$ cat src/include/cmd_encode_config.svh
/*
  widths, depths and opcodes for the dma write to tlx command encoder
  a line is always 128 bytes, handled as two 64-byte halves
  CE_FIFO_HIGH must leave room in the fifo for writes already in flight
*/
`ifndef CMD_ENCODE_CONFIG_SVH
`define CMD_ENCODE_CONFIG_SVH

// ====================
// geometry
`define CE_TAGW         7       // dma tag width
`define CE_LINE_BYTES   128     // one dma line
`define CE_HALF_BYTES   64      // one tlx 64B slot
`define CE_EA_W         64      // effective address

// ====================
// partial fifo
`define CE_FIFO_AW      5       // depth 32
`define CE_FIFO_HIGH    16      // intake stops at this count

// ====================
// tlx encodings
`define CE_OP_DMA_W     8'h20   // full write
`define CE_OP_DMA_PR_W  8'h30   // partial write
`define CE_DL_128       2'd2
`define CE_DL_64        2'd1

`endif

$ cat src/source/partial_fifo.sv
/*
  synchronous fifo, depth 2**CE_FIFO_AW, payload chosen by type parameter
  dout_o is registered and valid one cycle after rd_i (rd_valid_o)
  a write into a full fifo is dropped, reads of an empty fifo are ignored
*/
`timescale 1ns/10ps
`include "cmd_encode_config.svh"

module partial_fifo #(
   parameter type payload_t = logic [7:0]
) (
   input  logic     clk,
   input  logic     rst_n,
   input  logic     wr_i,
   input  payload_t din_i,
   input  logic     rd_i,
   output payload_t dout_o,
   output logic     empty_o,
   output logic     high_o,
   output logic     rd_valid_o
);

   localparam int AW    = `CE_FIFO_AW;
   localparam int DEPTH = 1 << AW;

   payload_t        mem [DEPTH];
   logic [AW-1:0]   wr_ptr, rd_ptr;
   logic [AW:0]     count;          // one extra bit so full is representable
   logic            do_wr, do_rd;

   assign empty_o = (count == '0);
   assign high_o  = (count >= (AW+1)'(`CE_FIFO_HIGH));
   assign do_wr   = wr_i & ~count[AW];   // msb set only when full
   assign do_rd   = rd_i & ~empty_o;

   always_ff @(posedge clk or negedge rst_n)
   begin
      if (!rst_n)
      begin
         wr_ptr     <= '0;
         rd_ptr     <= '0;
         count      <= '0;
         rd_valid_o <= 1'b0;
      end
      else
      begin
         rd_valid_o <= do_rd;
         if (do_wr)
            wr_ptr <= wr_ptr + 1'b1;
         if (do_rd)
            rd_ptr <= rd_ptr + 1'b1;
         case ({do_wr, do_rd})
            2'b10:   count <= count + 1'b1;
            2'b01:   count <= count - 1'b1;
            default: count <= count;       // both or neither
         endcase
      end
   end

   // storage and read register
   always_ff @(posedge clk)
   begin
      if (do_wr)
         mem[wr_ptr] <= din_i;
      if (do_rd)
         dout_o <= mem[rd_ptr];
   end

endmodule

$ cat config.mk
export PLATFORM = sky130hd
export DESIGN_NAME = partial_fifo
export DESIGN_NICKNAME = d
export VERILOG_FILES = /design/src/source/partial_fifo.sv
export VERILOG_INCLUDE_DIRS = /design/src /design/src/include
export SDC_FILE = /design/constraint.sdc
export NUM_CORES = 1
export LEC_CHECK = 0
export BUFFER_PORTS_ARGS = -buffer_cell sky130_fd_sc_hd__buf_4
export CORE_MARGIN = 1.5
export CORE_UTILIZATION = 30
export DETAILED_ROUTE_END_ITERATION = 10
export GPL_TIMING_DRIVEN = 0
export PLACE_DENSITY_LB_ADDON = 0.08
export SLEW_MARGIN = 20
export SYNTH_ARGS = -nofsm -noshare
export SYNTH_HDL_FRONTEND = slang
export SYNTH_SLANG_ARGS = --single-unit
export TNS_END_PERCENT = 5
$ cat constraint.sdc
create_clock -name clk -period 5.05 [get_ports clk]
set_input_delay 0.2525 -clock clk [delete_from_list [all_inputs] [get_ports clk]]
set_output_delay 0.2525 -clock clk [all_outputs]
set_load 0.1 [all_outputs]
==> results.md <==
* Global-route layer with the greatest usage: met2
* Clock tree from TritonCTS: yes
* Antenna Cells at 0
* Fraction of the cycle the final worst path needs at ~60%
* Number of placement rows at 70
* GR Layer Usage met1 at a little under a fifth
* Yosys Warn Count at 0
* Total count of hold-check failures in the final report at 0
* Post-synth net total at between 500 and 600
* Synth Area per Inst at between 15 and 20 µm²
* Number of design rule violations left after detail routing at 0
* Area of the core region at roughly 0.037 mm²
* Routed wire length per instance at around 24 µm
* Critical path endpoint category: register
* Cell Count, Final, Fillers Out at 1,112
* Worst Hold Margin at 0.131 ns
* Die area at about 0.038 mm²
* Number of global-route vias before repair at 5,704
* Antenna violations before repair at 0
* Utilization after layout at a little over a third
* Tmin final at about 3 ns
* Layout Nets at ~650
* Final weighted congestion in routability-driven placement at between 0.7 and 0.8
* Remaining global-route overflow at 0
* Setup repair after global routing missed its margin: no
* Count of maximum capacitance violations at 0
* Library cell with the largest summed area after synthesis: edfxtp_1
* Number of endpoints failing setup at the final stage at 0
* Number of max-slew violations in the final report at 0
* Initial cell density of the core at between 30% and 40%
* Min-delay worst type: input port to async pin
* Top library cells by usage in the layout, fill and taps aside: edfxtp_1 (264), nor2_1 (38), mux4_2 (38), mux2i_1 (33), clkbuf_16 (31)
* Cell count after synthesis at ~570
* Post-Route Skew at between 0.009 and 0.01 ns
* Total number of H-tree levels at 1
* Placed Instances at 1,058
* Share of synthesized area occupied by flip-flops and latches at between 70% and 80%
* Pin count of the biggest net entering global routing at 33
* Static leakage at 4.16 nW
* Clock buffer count from CTS at 31
* Least-Margin Pin Slew at between 0.9 and 1 ns
* Top achievable clock speed at approximately 330 MHz
* Number of enable-type register cells in the synthesized netlist at approximately 260
* Clock latency on the worst-skew pair at 0.55 ns
* Horizontal die dimension at 196 µm
* Number of setup buffers added after CTS at 0
* Areal power density over the cells at around 560 mW/mm²
* Number of clock sinks at between 200 and 300
* PnR Total Power at approximately 7.2 mW
* Crit path kind: register to register
* Synthesized flop and latch total at between 200 and 300
* Proportion of total power due to net switching at about a third
* Placed wire-length estimate after detailed placement at around 17,000 µm
* Post-synthesis async set-or-reset flop share at a little over 6%
* Yosys cell types at 46
* Avg Vias per Cell at 4.87
* Portion of total power attributed to the clock network at between 20 and 30%
* Total detailed-routing wirelength at 26,500 µm
* Total iterations of the first detailed-routing run at 4
* Clock slew at reported path FFs at about 0.06 ns
* Data arrival time of the critical path at ~3.4 ns
* Total via count in the routed design at around 5,400
* Summed negative setup slack over all endpoints at 0 ns
* First-pass GRT wire length at about 38,000 µm
* Combinational share of power at around 34%
* Critical path required time at between 5 and 6 ns
* P_sw at 2.45 mW
* Overall Global Routing Usage at between 10 and 15%
* Status: finished, final reports clean
* Most frequent standard cell in the layout excluding fill and tap cells: edfxtp_1
* Area growth syn-to-layout at 14.8%
* Met2 routing resource usage after global routing at a little under a quarter
* Met3 Track Usage GR at ~2.5%
* Worst supply voltage drop on vdd at about 0.00029 V
* Ys flop type: edfxtp_1
* Number of DRC markers in iteration 0 at between 300 and 400
* Deepest clock path buffer count at 3
* Hold bufs inserted after CTS at 2
* Die Y at 196 µm
* Max_slew headroom at between 30% and 40%
* Ranking of synthesized cells by area: edfxtp_1 (71%), mux4_2 (7.7%), dfrtp_1 (3.8%)
* Combined area of all synthesized cells at 0.0111 mm²
* Share of post-route cells with drive strength above 1 at 18.9%
* Portion of synthesized cell area occupied by the leading cell type at 71.1%
* Share of power burned in registers at between 30% and 40%
* Root Buffer Master: clkbuf_16
* Largest fanout on the critical path at 9
* Cell internal pwr at 4.76 mW
* # port buffers at 22
* Final ANT Viol Nets at 0
* Number of resized instances in the post-cts repair step at 0
* Crit path launch type: register
* Total I/O pin count at 23
* Fill cell count at ~3,500
through the flow:
step | setup slack [ns] | area, µm²
floorplan | 1.82 | 11100
global placement | 0.933 | 11900
detailed placement | 2.01 | 11900
CTS | 2.00 | 12800
global route | 1.88 | 12800
finish | 2.04 | 12800
Yosys cell counts, types with 7 or more instances:
master / count
a21oi_1: 17
a22oi_1: 8
edfxtp_1: 264
a22o_1: 8
mux4_1: 10
nor2_1: 38
clkbuf_1: 11
nand2_1: 13
o221ai_1: 8
inv_1: 7
buf_2: 9
o22ai_1: 7
mux4_2: 38
dfrtp_1: 17
mux2i_1: 33
ha_1: 10
xnor2_1: 8
final cells by class:
cell class | count | area (µm²) | share of cell area [%]
Buffer | 31 | 196 | 1.53
Tap cell | 468 | 586 | 4.58
Multi-Input combinational cell | 248 | 2580 | 20.1
Timing Repair Buffer | 25 | 196 | 1.53
Clock inverter | 12 | 53.8 | 0.420
Inverter | 7 | 26.3 | 0.205
Sequential cell | 281 | 8350 | 65.3
Clock buffer | 40 | 810 | 6.33
state kept, by name (all words and copies together), names as in the netlist:
name and cells:
dout_o 8, rd_valid_o 1, mem 256, rd_ptr 5, count 6, wr_ptr 5
final timing paths:
| path | startpoint | endpoint | slack [ns] | cells past startpoint |
|---|---|---|---|---|
| max in group asynchronous | rst_n | rd_ptr[1] | 4.70 | 2 |
| min in group clk | din_i[6] | mem[3][6] | 0.13 | 1 |
| setup / recovery | count[0] | count[5] | 2.04 | 8 |
| hold / removal | rst_n | wr_ptr[1] | 0.13 | 2 |
| setup reg to reg | count[0] | count[5] | 2.04 | 8 |
| hold reg to reg | count[5] | count[5] | 0.51 | 1 |
power groups by stage:
stage | logic, mW | clock network, mW | registers [mW]
after detailed placement | 2.46 | 0 | 2.87
after floorplan | 1.46 | 0 | 3.11
after CTS | 2.47 | 2.03 | 2.83
final | 2.41 | 1.97 | 2.83
after global routing | 2.58 | 2.12 | 2.84
after global placement | 2.43 | 0 | 2.87
critical path: stages, from the launching register on:
cell and delay (ns):
dfrtp_1 0.45, nor2_1 0.09, a31oi_2 0.44, ha_1 0.45, ha_1 0.31, a211o_1 0.32
nand3_1 0.08, or4b_2 0.59, xor2_1 0.16
metal layers:
metal / share of wire [%] / vias up / wire [µm]
met5: 0 / - / 0
met4: 2.3 / 0 / 616
met3: 4.4 / 38 / 1170
met2: 50 / 107 / 13300
met1: 43 / 2829 / 11400
li1: - / 2436 / -
kinds of logic after synthesis:
| kind of cell | count (synthesis) | synth area share (%) |
|---|---|---|
| adder cells (fa/ha/maj) | 11 | 1.30 |
| AO/OA/AOI/OAI | 70 | 4.60 |
| XOR/XNOR | 12 | 0.943 |
| multiplexers | 83 | 13.2 |
| flip-flops | 281 | 74.9 |
| AND/OR/NAND/NOR | 72 | 3.02 |
| buffers and inverters | 38 | 2.00 |
Note: power is estimated with default switching activity, not from simulation.
