### config.mk
export PLATFORM = sky130hd
export DESIGN_NAME = partial_slot_ctrl
export DESIGN_NICKNAME = d
export VERILOG_FILES = /design/src/source/cmd_encode_pkg.sv /design/src/source/partial_slot_ctrl.sv
export VERILOG_INCLUDE_DIRS = /design/src /design/src/include
export SDC_FILE = /design/constraint.sdc
export NUM_CORES = 1
export LEC_CHECK = 0
export BUFFER_PORTS_ARGS = -buffer_cell sky130_fd_sc_hd__clkbuf_2
export CAP_MARGIN = 30
export CORE_AREA = 5 5 730 732
export CTS_CLUSTER_DIAMETER = 50
export DETAILED_ROUTE_END_ITERATION = 16
export DIE_AREA = 0 0 735 737
export MAX_ROUTING_LAYER = met4
export PLACE_DENSITY_LB_ADDON = 0.05
export SYNTH_ARGS = -nofsm -noshare
export SYNTH_HDL_FRONTEND = slang
export SYNTH_SLANG_ARGS = --single-unit
### constraint.sdc
create_clock -name clk -period 20.3 [get_ports clk]
set_input_delay 3.045 -clock clk [delete_from_list [all_inputs] [get_ports clk]]
set_output_delay 3.045 -clock clk [all_outputs]
set_load 0.02 [all_outputs]
### src/include/cmd_encode_config.svh
/*
  widths, depths and opcodes for the dma write to tlx command encoder
  a line is always 128 bytes, handled as two 64-byte halves
  CE_FIFO_HIGH must leave room in the fifo for writes already in flight
*/
`ifndef CMD_ENCODE_CONFIG_SVH
`define CMD_ENCODE_CONFIG_SVH

// ====================
// geometry
`define CE_TAGW         7       // dma tag width
`define CE_LINE_BYTES   128     // one dma line
`define CE_HALF_BYTES   64      // one tlx 64B slot
`define CE_EA_W         64      // effective address

// ====================
// partial fifo
`define CE_FIFO_AW      5       // depth 32
`define CE_FIFO_HIGH    16      // intake stops at this count

// ====================
// tlx encodings
`define CE_OP_DMA_W     8'h20   // full write
`define CE_OP_DMA_PR_W  8'h30   // partial write
`define CE_DL_128       2'd2
`define CE_DL_64        2'd1

`endif

### src/source/cmd_encode_pkg.sv
/*
  packed types shared by the encoder rtl and its testbench
  field widths follow cmd_encode_config.svh
  prt_info_t is 194 bits with the default 7-bit tag
*/
`include "cmd_encode_config.svh"

package cmd_encode_pkg;

   typedef logic [`CE_LINE_BYTES*8-1:0] line_data_t;   // 1024 bits
   typedef logic [`CE_LINE_BYTES-1:0]   line_be_t;     // one bit per byte

   // command from the dma engine
   typedef struct packed {
      line_data_t           data;
      line_be_t             be;
      logic [`CE_EA_W-1:0]  ea;
      logic [`CE_TAGW-1:0]  tag;
   } dma_cmd_t;

   // one partial fifo entry
   typedef struct packed {
      logic                 prt_hi;      // upper half is partial
      logic                 prt_lo;      // lower half is partial
      logic [`CE_TAGW-1:0]  tag;
      logic [`CE_EA_W-8:0]  line_addr;   // ea[63:7]
      line_be_t             be;
   } prt_info_t;

   // command to tlx
   typedef struct packed {
      logic [7:0]           opcode;
      logic [`CE_EA_W-1:0]  ea;
      logic [15:0]          afutag;
      logic [1:0]           dl;
      logic [2:0]           pl;         // partial length, 2**pl bytes
      line_data_t           data;
   } tlx_cmd_t;

   // one aligned run out of the splitter
   typedef struct packed {
      logic [2:0]           pl;
      logic [5:0]           offset;     // byte offset inside the half
      logic [4:0]           cnt;        // piece index within the half
      logic                 last;
   } prt_piece_t;

endpackage

### src/source/partial_slot_ctrl.sv
/*
  pulls partial entries from the fifo pair and feeds one 64-byte strobe
  at a time to the splitter, lower half first when both are partial
  the next entry is only read after the last piece of the current one
*/
`timescale 1ns/10ps
`include "cmd_encode_config.svh"

module partial_slot_ctrl (
   input  logic                           clk,
   input  logic                           rst_n,
   input  cmd_encode_pkg::prt_info_t      info_i,
   input  cmd_encode_pkg::line_data_t     data_i,
   input  logic                           info_empty_i,
   input  logic                           info_valid_i,
   input  cmd_encode_pkg::prt_piece_t     piece_i,
   input  logic                           piece_valid_i,
   output logic                           rd_o,
   output logic                           idle_o,
   output logic [`CE_HALF_BYTES-1:0]      strobe_o,
   output logic                           strobe_valid_o,
   output logic [`CE_HALF_BYTES*8-1:0]    half_data_o,
   output logic [`CE_EA_W-8:0]            line_addr_o,
   output logic [`CE_TAGW-1:0]            tag_o,
   output logic                           sel_hi_o
);

   localparam int HB = `CE_HALF_BYTES;
   localparam int HW = HB*8;

   typedef enum logic [2:0] {IDLE, RD_FIFO, CHECK, LOW_HALF, HIGH_HALF} state_t;

   state_t          state_q, state_d;
   logic            second_q;       // upper half still to do after the lower
   logic            done;           // last piece of the current half
   logic            load;           // entry on the fifo output is taken
   logic            to_hi;          // lower half finished, upper follows
   logic [HB-1:0]   hi_be_q;        // saved upper strobe
   logic [HW-1:0]   hi_data_q;      // saved upper data

   assign done     = piece_valid_i & piece_i.last;
   assign load     = (state_q == CHECK) & info_valid_i;
   assign to_hi    = (state_q == LOW_HALF) & done & second_q;
   assign rd_o     = (state_q == RD_FIFO);
   assign idle_o   = (state_q == IDLE);
   assign sel_hi_o = (state_q == HIGH_HALF);

   // ====================
   // state machine
   always_comb
   begin
      state_d = state_q;
      case (state_q)
         IDLE:      if (!info_empty_i) state_d = RD_FIFO;
         RD_FIFO:   state_d = CHECK;            // dout valid next cycle
         CHECK:     if (info_valid_i) state_d = info_i.prt_lo ? LOW_HALF : HIGH_HALF;
         LOW_HALF:  if (done) state_d = second_q ? HIGH_HALF : IDLE;
         HIGH_HALF: if (done) state_d = IDLE;
         default:   state_d = IDLE;
      endcase
   end

   always_ff @(posedge clk or negedge rst_n)
   begin
      if (!rst_n)
      begin
         state_q        <= IDLE;
         second_q       <= 1'b0;
         strobe_valid_o <= 1'b0;
      end
      else
      begin
         state_q        <= state_d;
         strobe_valid_o <= load | to_hi;      // single pulse per half
         if (load)
            second_q <= info_i.prt_lo & info_i.prt_hi;
      end
   end

   // ====================
   // half select and saved upper half
   always_ff @(posedge clk)
   begin
      if (load)
      begin
         tag_o       <= info_i.tag;
         line_addr_o <= info_i.line_addr;
         hi_be_q     <= info_i.be[2*HB-1:HB];
         hi_data_q   <= data_i[2*HW-1:HW];
         if (info_i.prt_lo)
         begin
            strobe_o    <= info_i.be[HB-1:0];
            half_data_o <= data_i[HW-1:0];
         end
         else
         begin
            strobe_o    <= info_i.be[2*HB-1:HB];
            half_data_o <= data_i[2*HW-1:HW];
         end
      end
      else if (to_hi)
      begin
         strobe_o    <= hi_be_q;
         half_data_o <= hi_data_q;   // lower half already sent
      end
   end

endmodule

==> flow_results.org <==
** Flow run
- Max-cap violations :: 0

** Logic synthesis
- Primary flip-flop cell chosen by synthesis mapping :: sky130_fd_sc_hd__edfxtp_1
- The most common cell in the synthesized netlist is sky130_fd_sc_hd__edfxtp_1.
- The share of synthesized area in the top cell type comes to 0.746.
- Post-synthesis register bit count :: 1,221
- Number of enable-type register cells in the synthesized netlist :: 1,216
- After synthesis, the netlist uses 21 different library cells.
- The share of the Yosys chip area taken by registers is 0.749.
- Sorting the synthesized cells by how often they occur yields sky130_fd_sc_hd__edfxtp_1 (1,216), sky130_fd_sc_hd__nand2_1 (581), sky130_fd_sc_hd__mux2i_1 (576), sky130_fd_sc_hd__o21ai_1 (576), sky130_fd_sc_hd__buf_2 (89).
- Most area-consuming cells after synthesis :: sky130_fd_sc_hd__edfxtp_1 (75%), sky130_fd_sc_hd__mux2i_1 (12%), sky130_fd_sc_hd__o21ai_1 (5.9%)
- Post-Synthesis Net Count :: 4,404
- Counting every instance in the synthesized netlist gives 3,166.
- For this run, the number of Yosys warnings is 0.
- The synthesized netlist occupies a cell area of 48,900 um^2.
- The synthesized design spends more area on one cell type than any other, namely sky130_fd_sc_hd__edfxtp_1.
- Average size of a mapped cell :: 15.5 um^2
- Share of flip-flops with an asynchronous set or reset after synthesis :: 0.00410

** Global routing
- The initial antenna violation count came to 334.
- GR Util All Layers :: 0.123
- The total overflow left after global routing is 0.
- The number of global-route vias before repair is 37,800.
- Gr busiest metal :: met2
- Met1 Resource Use GR :: 0.127
- Entering global routing, the biggest net connects 151 pins.
- Global-route wire length before repair :: 424,000 um
- For this run, global-route usage on met3 was measured as 0.0666.
- For met2 alone, demand over resource in global routing was 0.205.

** Final layout
- Layout filler cell count :: 58,900
- Total Nets Final :: 6,475
- For this run, the share of the core covered by cells in the final layout is 0.148.
- Growth of design area from synthesis to finish :: 59.3%
- Of the cells placed in the final design, the portion with a size suffix greater than 1 is 0.442.
- Post-Layout Cell Count :: 12,700

** Floorplanning
- Die Wd :: 735 um
- Full die area :: 542,000 um^2
- Number of I/O pins :: 1,882
- From bottom edge to top edge, the die measures 737 um.
- For this configuration, the core starts out at a cell density of 0.0930.
- The region available for standard cell placement spans 526,000 um^2.
- Floorplan row count :: 267

** Timing
- The count of final max-slew check failures came to 0.
- Slew headroom :: 0.293
- Of the available clock period, the critical path in the final layout requires 0.339.
- Between clock sinks in the finished design, the worst skew comes to 0.0632 ns.
- For the finished layout, the period the worst path requires is 6.87 ns.
- Slew of the pin with the lowest slew margin :: 1.06 ns
- The count of endpoints failing hold in the final timing report is 0.
- Based on the critical path, the design can be clocked at up to 145 MHz.
- Setup total negative slack on the finished layout was measured at 0 ns.
- Unrepaired setup endpoints after global routing :: false
- Number of setup violations in the final report :: 0

** Drt
- The first routing iteration left 1,773 violations.
- Summed over all layers, the routed wires come to 339,000 um.
- The first detailed-routing pass took 5 iterations.
- After detailed routing, the number of remaining DRC violations is 0.
- For this block, the via count after detailed routing is 36,600.
- After detailed routing, the average wire length per cell comes to 26.7 um.
- Using the TritonRoute via totals, the vias-per-cell ratio works out to 2.88.
- Post-route antenna net violation count :: 0

** Clock network
- The H-tree was split into 5 levels.
- Post-cts gate resize count :: 0
- After clock tree synthesis, the clock-pin slew on the worst setup and hold paths is 0.04 ns.
- The number of clock buffers added by TritonCTS is 336.
- Count of clock tree sinks :: 1,221
- TritonCTS clock tree :: done
- Clock tree buffer depth :: 4
- # Post-CTS Setup Buffers :: 0
- Hold buffer count at cts :: 0
- At the later pin of the worst-skew pair, clock insertion delay measures 0.94 ns.
- Root buffer cell :: sky130_fd_sc_hd__clkbuf_16

** Setup path
- STA puts the critical path data required time at 20.83 ns.
- Largest fanout of any net on the critical path :: 150
- Startpoint kind of the worst setup timing path :: input port
- STA puts the critical path data arrival time at 7.40 ns.
- By startpoint and endpoint, the worst setup path is classified as input port to register.
- The worst setup path is captured at a register.

** Power and ir drop
- IR analysis of the VDD net gives a maximum drop of 70.0 uV.
- For this design the ratio of total power to cell area is 144 nW/um^2.
- Lkg Pwr :: 0.0310 uW

** Placed design
- Including well taps, the total number of placed cells is 11,900.
- Detailed placement finished with a half-perimeter wire length of 269,000 um.
- Buffers placed on the I/O ports in this run total 1,867.
- The congestion estimate from routability-driven global placement came to 0.771.

** Hold path
- The tightest min-delay check is of the register to register type.

** Run status
- Status :: finished, final reports clean
[worst paths after layout]
check                                        end  slack (ns)  depth (start not counted)           from
worst max-delay path            half_data_o[261]       13.43                          9   info_valid_i
worst min-delay path             half_data_o[39]        0.49                          2  hi_data_q[39]
worst max register to register  half_data_o[261]       15.10                          8     state_q[0]
worst min register to register   half_data_o[39]        0.49                          2  hi_data_q[39]
max in group asynchronous             state_q[2]       18.12                          1          rst_n
min in group asynchronous         strobe_valid_o        1.97                          1          rst_n
[cells in the final DEF, fill, tap and decap left out, types with 5 or more instances in the layout]
cell type                       n
sky130_fd_sc_hd__mux2i_1      576
sky130_fd_sc_hd__diode_2      193
sky130_fd_sc_hd__edfxtp_1    1216
sky130_fd_sc_hd__clkbuf_2    1866
sky130_fd_sc_hd__inv_6          6
sky130_fd_sc_hd__clkinv_2      75
sky130_fd_sc_hd__clkinvlp_4    15
sky130_fd_sc_hd__bufinv_16     41
sky130_fd_sc_hd__dfrtp_1        5
sky130_fd_sc_hd__clkbuf_16    337
sky130_fd_sc_hd__clkinv_16     10
sky130_fd_sc_hd__inv_16         7
sky130_fd_sc_hd__o21ai_1      576
sky130_fd_sc_hd__buf_4         47
sky130_fd_sc_hd__clkbuf_1      44
sky130_fd_sc_hd__buf_12        10
sky130_fd_sc_hd__nand2_1      580
sky130_fd_sc_hd__clkinv_1      64
sky130_fd_sc_hd__clkinv_4       6
[sequential cells by signal, summed over array words and instances (netlist names)]
signal          count
half_data_o       512
hi_be_q            64
hi_data_q         512
line_addr_o        57
second_q            1
state_q             3
strobe_o           64
strobe_valid_o      1
tag_o               7
[where the power goes]
group          internal [uW]  switching (uW)  total (uW)  leakage, uW
registers               3500             181        3680       0.0112
clock network           3550            1820        5360      0.00544
logic                    504            1680        2180       0.0144
[critical path, stage by stage]
cell	delay [ns]
sky130_fd_sc_hd__clkbuf_2	0.12
sky130_fd_sc_hd__nand4bb_4	0.09
sky130_fd_sc_hd__buf_4	0.28
sky130_fd_sc_hd__buf_4	0.53
sky130_fd_sc_hd__buf_4	0.63
sky130_fd_sc_hd__buf_4	0.62
sky130_fd_sc_hd__buf_12	0.58
sky130_fd_sc_hd__buf_12	0.52
sky130_fd_sc_hd__o21ai_1	0.44
[per-layer routing]
metal,wire (um),share of wire,vias to the layer above
li1,-,-,16600
met4,8540,0.025,0
met2,163000,0.48,1955
met1,125000,0.37,17400
met5,0,0,-
met3,41800,0.12,665
[layout make-up]
cell class | instances | area, um^2 | share of cell area
inverters | 1 | 11.3 | 0.000144
well taps | 6994 | 8750 | 0.112
clock inverters | 227 | 2550 | 0.0327
multi-input cells | 1749 | 11000 | 0.141
clock buffers | 381 | 8600 | 0.110
flip-flops and latches | 1221 | 36600 | 0.470
diodes | 193 | 483 | 0.00619
repair buffers | 1928 | 9980 | 0.128
[logic make-up (layout without fill, tap and decap cells)]
logic type	count (synthesis)	after routing	share of synthesized area
flops	1221	1221	0.749
simple gates	593	593	0.0466
compound gates	580	580	0.0595
mux	576	576	0.118
buf+inv	196	2537	0.0274
other cells	0	193	0
[per-stage QoR]
stage / worst slack [ns] / total power (uW) / cell area (um^2) / hold slack, ns
2_1_floorplan: 0.167 / 5140 / 48900 / 0.438
5_1_grt: 13.13 / 11800 / 77900 / 0.511
3_3_place_gp: 12.12 / 6080 / 66300 / 0.478
3_5_place_dp: 12.41 / 6080 / 66400 / 0.480
4_1_cts: 13.47 / 11600 / 77500 / 0.487
6_report: 13.43 / 11200 / 78000 / 0.486
Note: power is estimated with default switching activity, not from simulation.
